File: src/common/cic_pkg.sv
`default_nettype none

package cic_pkg;

	// One signed input or output sample of either channel
	typedef logic signed [7:0] sample_t;

	// In-phase and quadrature samples carried together at the top level
	typedef struct packed {
		sample_t i;
		sample_t q;
	} iq_sample_t;

	// Decimation ratio as applied at runtime
	typedef logic [15:0] ratio_t;

	// Number of integrator stages and also of comb stages
	localparam int cic_order_default = 5;

	// Internal two's-complement word width
	// 8 input bits plus 5 stages of log2(16) growth each gives 28 bits
	localparam int cic_width_default = 28;

	// Largest ratio for which the default width holds the full gain
	localparam int max_ratio_default = 16;

endpackage

`default_nettype wire

File: src/cic/cic_integrator.sv
`timescale 1ns/1ps
`default_nettype none

// Integrator half of the CIC filter
// Every stage runs at the input rate and wraps on overflow, which the comb
// section undoes as long as the word width covers the full filter gain
module cic_integrator #(
	parameter int order = cic_pkg::cic_order_default,
	parameter int width = cic_pkg::cic_width_default
) (
	input wire clk,
	input wire rst,
	input wire cic_pkg::sample_t din,
	output logic signed [width-1:0] acc
);

	// Input widened to the internal word with its sign kept
	logic signed [width-1:0] din_ext;

	// Running sums, index 0 is the stage that sees the input
	logic signed [width-1:0] acc_r [order];

	assign din_ext = {{(width - 8){din[7]}}, din};

	always_ff @(posedge clk)
	begin
		if (rst)
		begin
			for (int k = 0; k < order; k++)
			begin
				acc_r[k] <= '0;
			end
		end
		else
		begin
			// First stage accumulates the raw samples
			acc_r[0] <= acc_r[0] + din_ext;

			// Each later stage accumulates the stage in front of it
			for (int k = 1; k < order; k++)
			begin
				acc_r[k] <= acc_r[k] + acc_r[k-1];
			end
		end
	end

	// A sample shows up here order clocks after it enters
	assign acc = acc_r[order-1];

endmodule

`default_nettype wire

File: src/cic/cic_comb.sv
`timescale 1ns/1ps
`default_nettype none

// Comb half of the CIC filter
// It only moves when advance is high, so it runs at the decimated rate
// while sharing the input clock with the integrators
module cic_comb #(
	parameter int order = cic_pkg::cic_order_default,
	parameter int width = cic_pkg::cic_width_default
) (
	input wire clk,
	input wire rst,
	input wire advance,
	input wire logic signed [width-1:0] din,
	output cic_pkg::sample_t dout,
	output logic out_valid
);

	import cic_pkg::*;

	// Differentiator outputs, index 0 is fed from din
	logic signed [width-1:0] stage_r [order];

	// Value each differentiator saw on the previous advance
	logic signed [width-1:0] dly_r [order];

	// Last stage scaled down to the output word
	logic signed [width-1:0] scaled_full;
	sample_t scaled;

	sample_t dout_r;
	logic valid_r;

	// Arithmetic shift keeps the top 8 bits of the internal word
	assign scaled_full = stage_r[order-1] >>> (width - 8);
	assign scaled = scaled_full[7:0];

	always_ff @(posedge clk)
	begin
		if (rst)
		begin
			for (int k = 0; k < order; k++)
			begin
				stage_r[k] <= '0;
				dly_r[k] <= '0;
			end
			dout_r <= '0;
		end
		else if (advance)
		begin
			// First differentiator works on the captured integrator word
			dly_r[0] <= din;
			stage_r[0] <= din - dly_r[0];

			for (int k = 1; k < order; k++)
			begin
				dly_r[k] <= stage_r[k-1];
				stage_r[k] <= stage_r[k-1] - dly_r[k];
			end

			// Output takes the last stage before it updates
			// so a captured value needs order+1 advances to reach dout
			dout_r <= scaled;
		end
	end

	// Valid follows advance by one clock, the cycle dout has just changed
	always_ff @(posedge clk)
	begin
		if (rst)
		begin
			valid_r <= 1'b0;
		end
		else
		begin
			valid_r <= advance;
		end
	end

	assign dout = dout_r;
	assign out_valid = valid_r;

endmodule

`default_nettype wire

File: src/cic/cic_channel.sv
`timescale 1ns/1ps
`default_nettype none

// One complete decimator channel
// Integrators run every clock, the capture strobe samples their output and
// the comb chain then works on the captured word one clock later
module cic_channel #(
	parameter int order = cic_pkg::cic_order_default,
	parameter int width = cic_pkg::cic_width_default
) (
	input wire clk,
	input wire rst,
	input wire capture,
	input wire cic_pkg::sample_t din,
	output cic_pkg::sample_t dout,
	output logic out_valid
);

	// Output of the last integrator stage
	logic signed [width-1:0] integ_acc;

	// Integrator word held for the comb between captures
	logic signed [width-1:0] cap_r;

	// Capture delayed by one clock so the comb sees the new cap_r
	logic advance_r;

	cic_integrator #(
		.order(order),
		.width(width)
	) u_integrator (
		.clk(clk),
		.rst(rst),
		.din(din),
		.acc(integ_acc)
	);

	always_ff @(posedge clk)
	begin
		if (rst)
		begin
			cap_r <= '0;
			advance_r <= 1'b0;
		end
		else
		begin
			if (capture)
			begin
				cap_r <= integ_acc;
			end
			advance_r <= capture;
		end
	end

	cic_comb #(
		.order(order),
		.width(width)
	) u_comb (
		.clk(clk),
		.rst(rst),
		.advance(advance_r),
		.din(cap_r),
		.dout(dout),
		.out_valid(out_valid)
	);

endmodule

`default_nettype wire

File: src/design/decim_timer.sv
`timescale 1ns/1ps
`default_nettype none

// Decimation timer shared by both channels
// Counts 0 to ratio-1 and wraps, so capture comes once every ratio clocks
module decim_timer (
	input wire clk,
	input wire rst,
	input wire cic_pkg::ratio_t ratio,
	output logic capture,
	output logic sample_clk
);

	import cic_pkg::*;

	ratio_t count_r;

	// Compare points derived from the runtime ratio
	ratio_t last_count;
	ratio_t half_count;

	logic wrap;
	logic overrun;
	logic clk_r;

	assign last_count = ratio - ratio_t'(1);
	assign half_count = ratio >> 1;

	assign wrap = (count_r == last_count);

	// Set when the ratio has been lowered below the current count
	assign overrun = (count_r > last_count);

	// Left combinational so that the channels register it themselves
	assign capture = wrap;

	always_ff @(posedge clk)
	begin
		if (rst)
		begin
			count_r <= '0;
			clk_r <= 1'b0;
		end
		else if (overrun)
		begin
			// Restart the phase rather than count all the way round
			count_r <= '0;
		end
		else if (wrap)
		begin
			count_r <= '0;
			clk_r <= 1'b1;
		end
		else
		begin
			count_r <= count_r + ratio_t'(1);
			// Low again once half the period has gone by
			if (count_r == half_count)
			begin
				clk_r <= 1'b0;
			end
		end
	end

	assign sample_clk = clk_r;

endmodule

`default_nettype wire

File: src/design/cic_iq_top.sv
`timescale 1ns/1ps
`default_nettype none

// Two-channel CIC decimator for I/Q baseband samples
// Both channels are driven from one timer so the outputs stay aligned
module cic_iq_top #(
	parameter int order = cic_pkg::cic_order_default,
	parameter int width = cic_pkg::cic_width_default
) (
	input wire clk,
	input wire rst,
	input wire cic_pkg::ratio_t ratio,
	input wire cic_pkg::iq_sample_t in_sample,
	output cic_pkg::iq_sample_t out_sample,
	output logic out_strobe,
	output logic d_clk
);

	import cic_pkg::*;

	logic capture;
	logic sample_clk;

	// Per-channel outputs before they are packed again
	sample_t dout_i;
	sample_t dout_q;
	logic strobe_i;

	logic d_clk_r;

	decim_timer u_timer (
		.clk(clk),
		.rst(rst),
		.ratio(ratio),
		.capture(capture),
		.sample_clk(sample_clk)
	);

	cic_channel #(
		.order(order),
		.width(width)
	) chan_i (
		.clk(clk),
		.rst(rst),
		.capture(capture),
		.din(in_sample.i),
		.dout(dout_i),
		.out_valid(strobe_i)
	);

	// Q valid matches I valid cycle for cycle so it is not brought out
	cic_channel #(
		.order(order),
		.width(width)
	) chan_q (
		.clk(clk),
		.rst(rst),
		.capture(capture),
		.din(in_sample.q),
		.dout(dout_q),
		.out_valid()
	);

	// One more register lines d_clk up with out_strobe
	always_ff @(posedge clk)
	begin
		if (rst)
		begin
			d_clk_r <= 1'b0;
		end
		else
		begin
			d_clk_r <= sample_clk;
		end
	end

	assign out_sample = '{i: dout_i, q: dout_q};
	assign out_strobe = strobe_i;
	assign d_clk = d_clk_r;

endmodule

`default_nettype wire

File: config.mk
export PLATFORM = sky130hd
export DESIGN_NAME = cic_iq_top
export DESIGN_NICKNAME = d
export VERILOG_FILES = /design/src/common/cic_pkg.sv /design/src/cic/cic_integrator.sv /design/src/cic/cic_comb.sv /design/src/cic/cic_channel.sv /design/src/design/decim_timer.sv /design/src/design/cic_iq_top.sv
export SDC_FILE = /design/constraint.sdc
export NUM_CORES = 2
export LEC_CHECK = 0
export BUFFER_PORTS_ARGS = -buffer_cell sky130_fd_sc_hd__buf_2
export CAP_MARGIN = 20
export CORE_MARGIN = 4
export CORE_UTILIZATION = 58
export DETAILED_ROUTE_END_ITERATION = 16
export GPL_TIMING_DRIVEN = 0
export PLACE_DENSITY = 0.76
export REMOVE_ABC_BUFFERS = 1
export SYNTH_ARGS = -nofsm -noshare
export SYNTH_HDL_FRONTEND = slang
export SYNTH_SLANG_ARGS = --single-unit
export TNS_END_PERCENT = 1
File: constraint.sdc
create_clock -name clk -period 9.1 [get_ports clk]
set_input_delay 0.91 -clock clk [delete_from_list [all_inputs] [get_ports clk]]
set_output_delay 0.91 -clock clk [all_outputs]
set_load 0.02 [all_outputs]
# Yosys cells after proc, flatten, opt, wreduce, memory -nomap -nowiden
# Memories as Yosys holds them, arrays and structs flattened. A register that Yosys moved wholly into a read port is not among the register bits.
# Cells that the tools add are included.
classes:
  addsub: 22
  eq_ne: 2
  order_cmp: 1
  shifts: 0
  mux: 38
  div_mod_pow: 0
  n_reduce_logical: 3
  bitwise: 31
  multipliers: 0
ops:
  columns: ["op", "n"]
  rows:
  - ["$mux 28", 30]
  - ["$sub 28x28->28", 10]
  - ["$add 28x28->28", 8]
  - ["$add 28x8->28", 2]
  - ["$or 1x1->1", 30]
  - ["$add 16x1->16 const B", 1]
  - ["$eq 16x15->1", 1]
  - ["$eq 16x16->1", 1]
  - ["$gt 16x16->1", 1]
  - ["$sub 16x1->16 const B", 1]
  - ["$mux 1", 8]
  - ["$reduce_or 3->1", 1]
  - ["$reduce_and 2->1", 1]
  - ["$reduce_bool 2->1", 1]
  - ["$not 1->1", 1]
totals:
  register_bits: 76
  out_inout_bits: 18
  in_bits: 34
  latchBits: 0
  romBits: 0
  wordCells: 110
  n_memories: 6
  ramBits: 840
mem_list:
  columns: ["name", "words", "width", "rd", "rd_ports_with_merged_regs", "write_ports", "line_no", "source"]
  rows:
  - ["chan_i.u_comb.dly_r", 5, 28, 5, 0, 5, "cic_comb.sv:25", "logic signed [width-1:0] dly_r [order];"]
  - ["chan_i.u_comb.stage_r", 5, 28, 5, 1, 5, "cic_comb.sv:22", "logic signed [width-1:0] stage_r [order];"]
  - ["chan_i.u_integrator.acc_r", 5, 28, 5, 0, 5, "cic_integrator.sv:21", "logic signed [width-1:0] acc_r [order];"]
  - ["chan_q.u_comb.dly_r", 5, 28, 5, 0, 5, "cic_comb.sv:25", null]
  - ["chan_q.u_comb.stage_r", 5, 28, 5, 1, 5, "cic_comb.sv:22", null]
  - ["chan_q.u_integrator.acc_r", 5, 28, 5, 0, 5, "cic_integrator.sv:21", null]

# Depth between registers and ports, before layout
depth:
  ltp_word: 4
  ltp_mapped: 15
  depth_no_buf: 13

# Modules after synthesis
# A second synthesis with hierarchy kept.
hier_totals:
  hier_cells: 6079
  area_unflattened_um2: 57476.4
by_module_without_submodules:
  columns: ["module", "area_per_inst_um2", "n_inst", "seq_area_each_um2", "cells_per_inst"]
  rows:
  - ["cic_integrator", 10782.8, 2, 2802.7, 1319]
  - ["cic_comb (chan_i.u_comb)", 16273.1, 1, 7987.7, 1563]
  - ["cic_comb (chan_q.u_comb)", 15990.3, 1, 7987.7, 1508]
  - ["cic_channel", 1019.7, 2, 580.6, 92]
  - ["decim_timer", 1574.0, 1, 340.3, 184]
  - ["cic_iq_top", 33.8, 1, 20.0, 2]

# Worst setup path after synthesis
# Ideal clock, no wire load.
synth_timing:
  kind: "input to register"
  startpoint: "in rst"
  endpoint: "mem chan_i.u_comb.dly_r[0][0] (netlist bit), enable pin"
  setup_time_ns: 0.672
  n_path_buf: 3
  path_stages: 4
  t_required_ns: 8.428
  t_arrival_ns: 7.950
  path_slack_ns: 0.479
  path_cell_list: "clkbuf_1 > clkbuf_1 > clkbuf_1 > or2_2"
synth_rtl:
  columns: ["item", "line_no", "source"]
  rows:
  - ["start, declared", "cic_iq_top.sv:11", "input wire rst,"]
  - ["end, declared", "cic_comb.sv:25", null]

==> results by group <==
Placement
  • RePlAce Congestion: 0.913
  • PortBufs: 51
  • DP HPWL: 78.0 mm
  • Placed inst area: 56900 sq um
  • Post-place setup slack: 3600 ps
  • Placed Cells: 6987

STA
  • Clock Skews: 25.8 ps
  • Final setup viols: 0
  • Min Tclk post-route: 4760 ps
  • Fmax achieved: 210 MHz
  • Final Hold Fails: 0
  • Final worst-path cycle share: 52.3%
  • Least-Margin Pin Slew: 867 ps
  • Max-slew headroom at the worst pin: 41.7%
  • Final slew viol count: 0
  • Setup repair after global routing missed its margin: false
  • Setup ws final: 4340 ps

Clocking
  • CTS max path bufs: 3
  • PostCTS Resize Cnt: 0
  • # Post-CTS Setup Buffers: 0
  • CTS root buf: clkbuf_16
  • CTS Buf Count: 97
  • H-tree lvl count: 3
  • Worst-path clk slew: 60 ps
  • Clk Latency, worst-skew pair: 660 ps
  • CTS tree: done
  • CTS Hold Bufs: 0
  • Num Clock Sinks: 892

Global route
  • Tot GR Track Use: 21.2%
  • Vias in the first global route: 38700
  • Grt ovf: 0
  • Initial antenna violation count: 0
  • Largest net degree at the start of global routing: 170
  • First-pass GRT wire length: 180 mm

Final layout
  • Final Instance Area: 60200 sq um
  • Final core utilization: 64.2%
  • # diodes: 0
  • Post-layout nets: 6440
  • Fin cells: 7168
  • P&R area growth vs syn: 9.23%
  • Fillers: 7462
  • Ratio of cells with drive above 1 in the final layout: 5.01%

Logic synthesis
  • Synth cell types: 91
  • Cell taking the most area after synthesis: edfxtp_1
  • Synthesized cell area: 55100 sq um
  • EDFF count, synth: 520
  • Area contributors post-synth: edfxtp_1, dfxtp_1, ha_1, nor2_1, a21oi_1
  • Synth warn: 0
  • Sequential cell area fraction in the yosys report: 41.8%
  • Primary FF master, synth: edfxtp_1
  • Syn avg cell area: 9.48 sq um
  • Share of flip-flops with an asynchronous set or reset: 0%
  • Yosys reg bits: 892
  • Post-synth top area share: 28.3%
  • Syn Inst Count: 5818

Route
  • Via Count: 40200
  • Routed WL per cell: 14.8 um
  • WL final: 106 mm
  • Met2 WL: 51.2 mm
  • First DRT Iteration DRCs: 2087
  • DRC viols: 0
  • Final ANT Viol Nets: 0
  • TritonRoute pass-1 iters: 5
  • DR vias/cell: 5.61
  • WL met1: 48.5 mm
  • Max Used Layer: met4
  • Routed length on met3: 2.95 mm

Die
  • Die X: 316 um
  • Die area: 100000 sq um
  • Top Ports: 52
  • Core Region: 93700 sq um
  • Cell Rows: 112
  • Die Ht: 316 um
  • Initial core utilization: 58.8%

Pwr
  • Leak: 26.5 nW
  • Design Power: 13.8 mW
  • Worst VDD drop: 0.178 mV
  • Power per cell area: 229 nW/um^2

Setup path
  • RR Endpoint: chan_q.u_comb.stage_r[0][26]
  • Bufs and invs on worst path: 6
  • Levels on crit path: 10
  • Worst path cell trace: buf_8 -> buf_16 -> inv_1 -> nand2_4 -> buf_16 -> inv_8 -> buf_16 -> nand3_1 -> mux2i_1 -> or4_1
  • Most common cell on crit path: buf_16
  • Worst R2R Setup Slack: 5620 ps
  • Cells on worst reg2reg path: 12
  • Kind of critical path: in2reg
  • Delay-heaviest family, CP: buffers and inverters
  • Element type at the critical path end: flip-flop
  • Crit Path Max Fanout: 169
  • Reg-to-Reg Start: chan_q.cap_r[0]
  • Worst EP required: 9480 ps
  • CP max stage cell: nand2_4
  • Arr. time, crit path: 5140 ps
  • CP peak stage delay: 620 ps
  • CP Launch Type: primary input

Min path
  • Hold Path Depth: 2
  • HP Class: reg2reg
  • Worst hold start: chan_q.u_integrator.acc_r[0][112]
  • Hold path endpoint: chan_q.cap_r[0]

Run
  • Max-cap violations: 0

Outcome
  • Status: completed
-- routing by layer --
metal / global-route usage [%] / vias to the layer above
met5: 0 / -
met4: 7.26 / 0
met3: 2.69 / 205
met2: 37.6 / 559
met1: 26.7 / 18600
li1: - / 20800
-- how the worst max path moves through the flow --
stage,from,endpoint,slack [ps]
floorplan,rst,chan_q.u_comb.stage_r[3][25],-2410
global placement,rst,chan_q.u_comb.stage_r[3][25],-19200
detailed placement,rst,chan_i.u_comb.stage_r[0][25],3600
CTS,rst,chan_i.u_comb.stage_r[0][25],4340
global route,rst,chan_i.u_comb.stage_r[0][25],3960
finish,rst,chan_i.u_comb.stage_r[0][25],4340
-- layout make-up --
cell class | instances | area [sq um] | area share (%)
multi-input cells | 4377 | 30000 | 49.9
well taps | 1254 | 1570 | 2.61
flip-flops and latches | 892 | 23100 | 38.3
clock buffers | 126 | 2700 | 4.49
repair buffers | 73 | 756 | 1.26
clock inverters | 55 | 631 | 1.05
inverters | 391 | 1480 | 2.45
-- worst min-delay path: cells and delay by family, from the launching register on --
kind,cells,cell delay [ps]
AOI/OAI and AO/OA,1,50
DFF,1,310
and+or+nand+nor,1,50
-- synthesized netlist by cell type, types with 8 or more instances --
cell type and instances:
a211o_1 14, a211oi_1 46, a21o_1 265, a21oi_1 436
a31o_2 14, a31oi_1 60, a41oi_1 15, and2_1 299
and3_1 53, and4_1 13, buf_1 15, clkbuf_1 141
dfxtp_1 372, edfxtp_1 520, fa_1 18, ha_1 556
inv_1 391, mux2i_1 33, nand2_1 367, nand2b_1 81
nand3_1 105, nand3b_1 8, nand4_1 56, nor2_1 635
nor2b_1 97, nor3_1 127, nor3b_1 19, nor4_1 19
o2111ai_1 17, o211ai_1 25, o21a_1 77, o21ai_0 174
o21ai_1 67, o21bai_1 39, o31a_1 8, o31ai_1 30
or2_2 12, or3_1 30, or4_1 12, xnor2_1 211
xor2_1 199
-- per-stage QoR --
| stage | TNS [ps] | hold WS [ps] |
|---|---|---|
| CTS | 0 | 449 |
| global placement | -9926540 | 442 |
| floorplan | -549010 | 430 |
| global route | 0 | 482 |
| detailed placement | 0 | 450 |
| finish | 0 | 442 |
-- power by group --
group,internal [mW],leakage (nW),total (mW),switching [mW]
Combinational,1.96,16.4,4.48,2.52
Sequential,4.83,8.42,5.23,0.399
Clock,2.44,1.62,4.07,1.62
Total,9.24,26.5,13.8,4.54
-- sequential cells by signal, summed over array words and instances (netlist names) --
signal / flops
u_timer.sample_clk: 1
chan_i.u_comb.dly_r: 140
chan_q.u_comb.stage_r: 120
chan_q.u_comb.dly_r: 140
chan_i.cap_r: 28
u_timer.count_r: 16
chan_i.u_comb.dout: 8
chan_q.u_integrator.acc_r: 140
chan_i.advance_r: 1
chan_q.cap_r: 28
d_clk: 1
chan_i.u_comb.out_valid: 1
chan_i.u_comb.stage_r: 120
chan_q.u_comb.dout: 8
chan_i.u_integrator.acc_r: 140
-- kinds of logic after synthesis --
family | Yosys count | share of synthesized area (%)
compound gates | 1404 | 16.6
flops | 892 | 41.8
fa+ha+maj | 574 | 13.3
xor+xnor | 410 | 6.51
mux | 41 | 0.763
buf+inv | 549 | 3.74
simple gates | 1948 | 17.3
-- layout by cell type, fill, tap and decap left out, drive strengths merged, types with 12 or more instances in the layout --
master,n
ha,556
nor3,128
o2111ai,18
nor2b,97
o21ai,243
o21a,77
or2,12
xor2,199
a31o,15
o211ai,25
nor2,635
o21bai,39
nor3b,20
xnor2,211
and4,13
buf,73
nand3,105
or3,30
a211oi,47
mux2i,33
nand4,56
inv,397
a211o,14
clkbuf,126
nand2,367
and2,299
o31ai,36
edfxtp,520
dfxtp,372
and3,53
a31oi,61
a41oi,15
bufinv,12
a21o,265
fa,18
or4,12
clkinv,28
a21oi,438
nor4,21
nand2b,81
No activity file was read; power rests on OpenSTA's default activity.
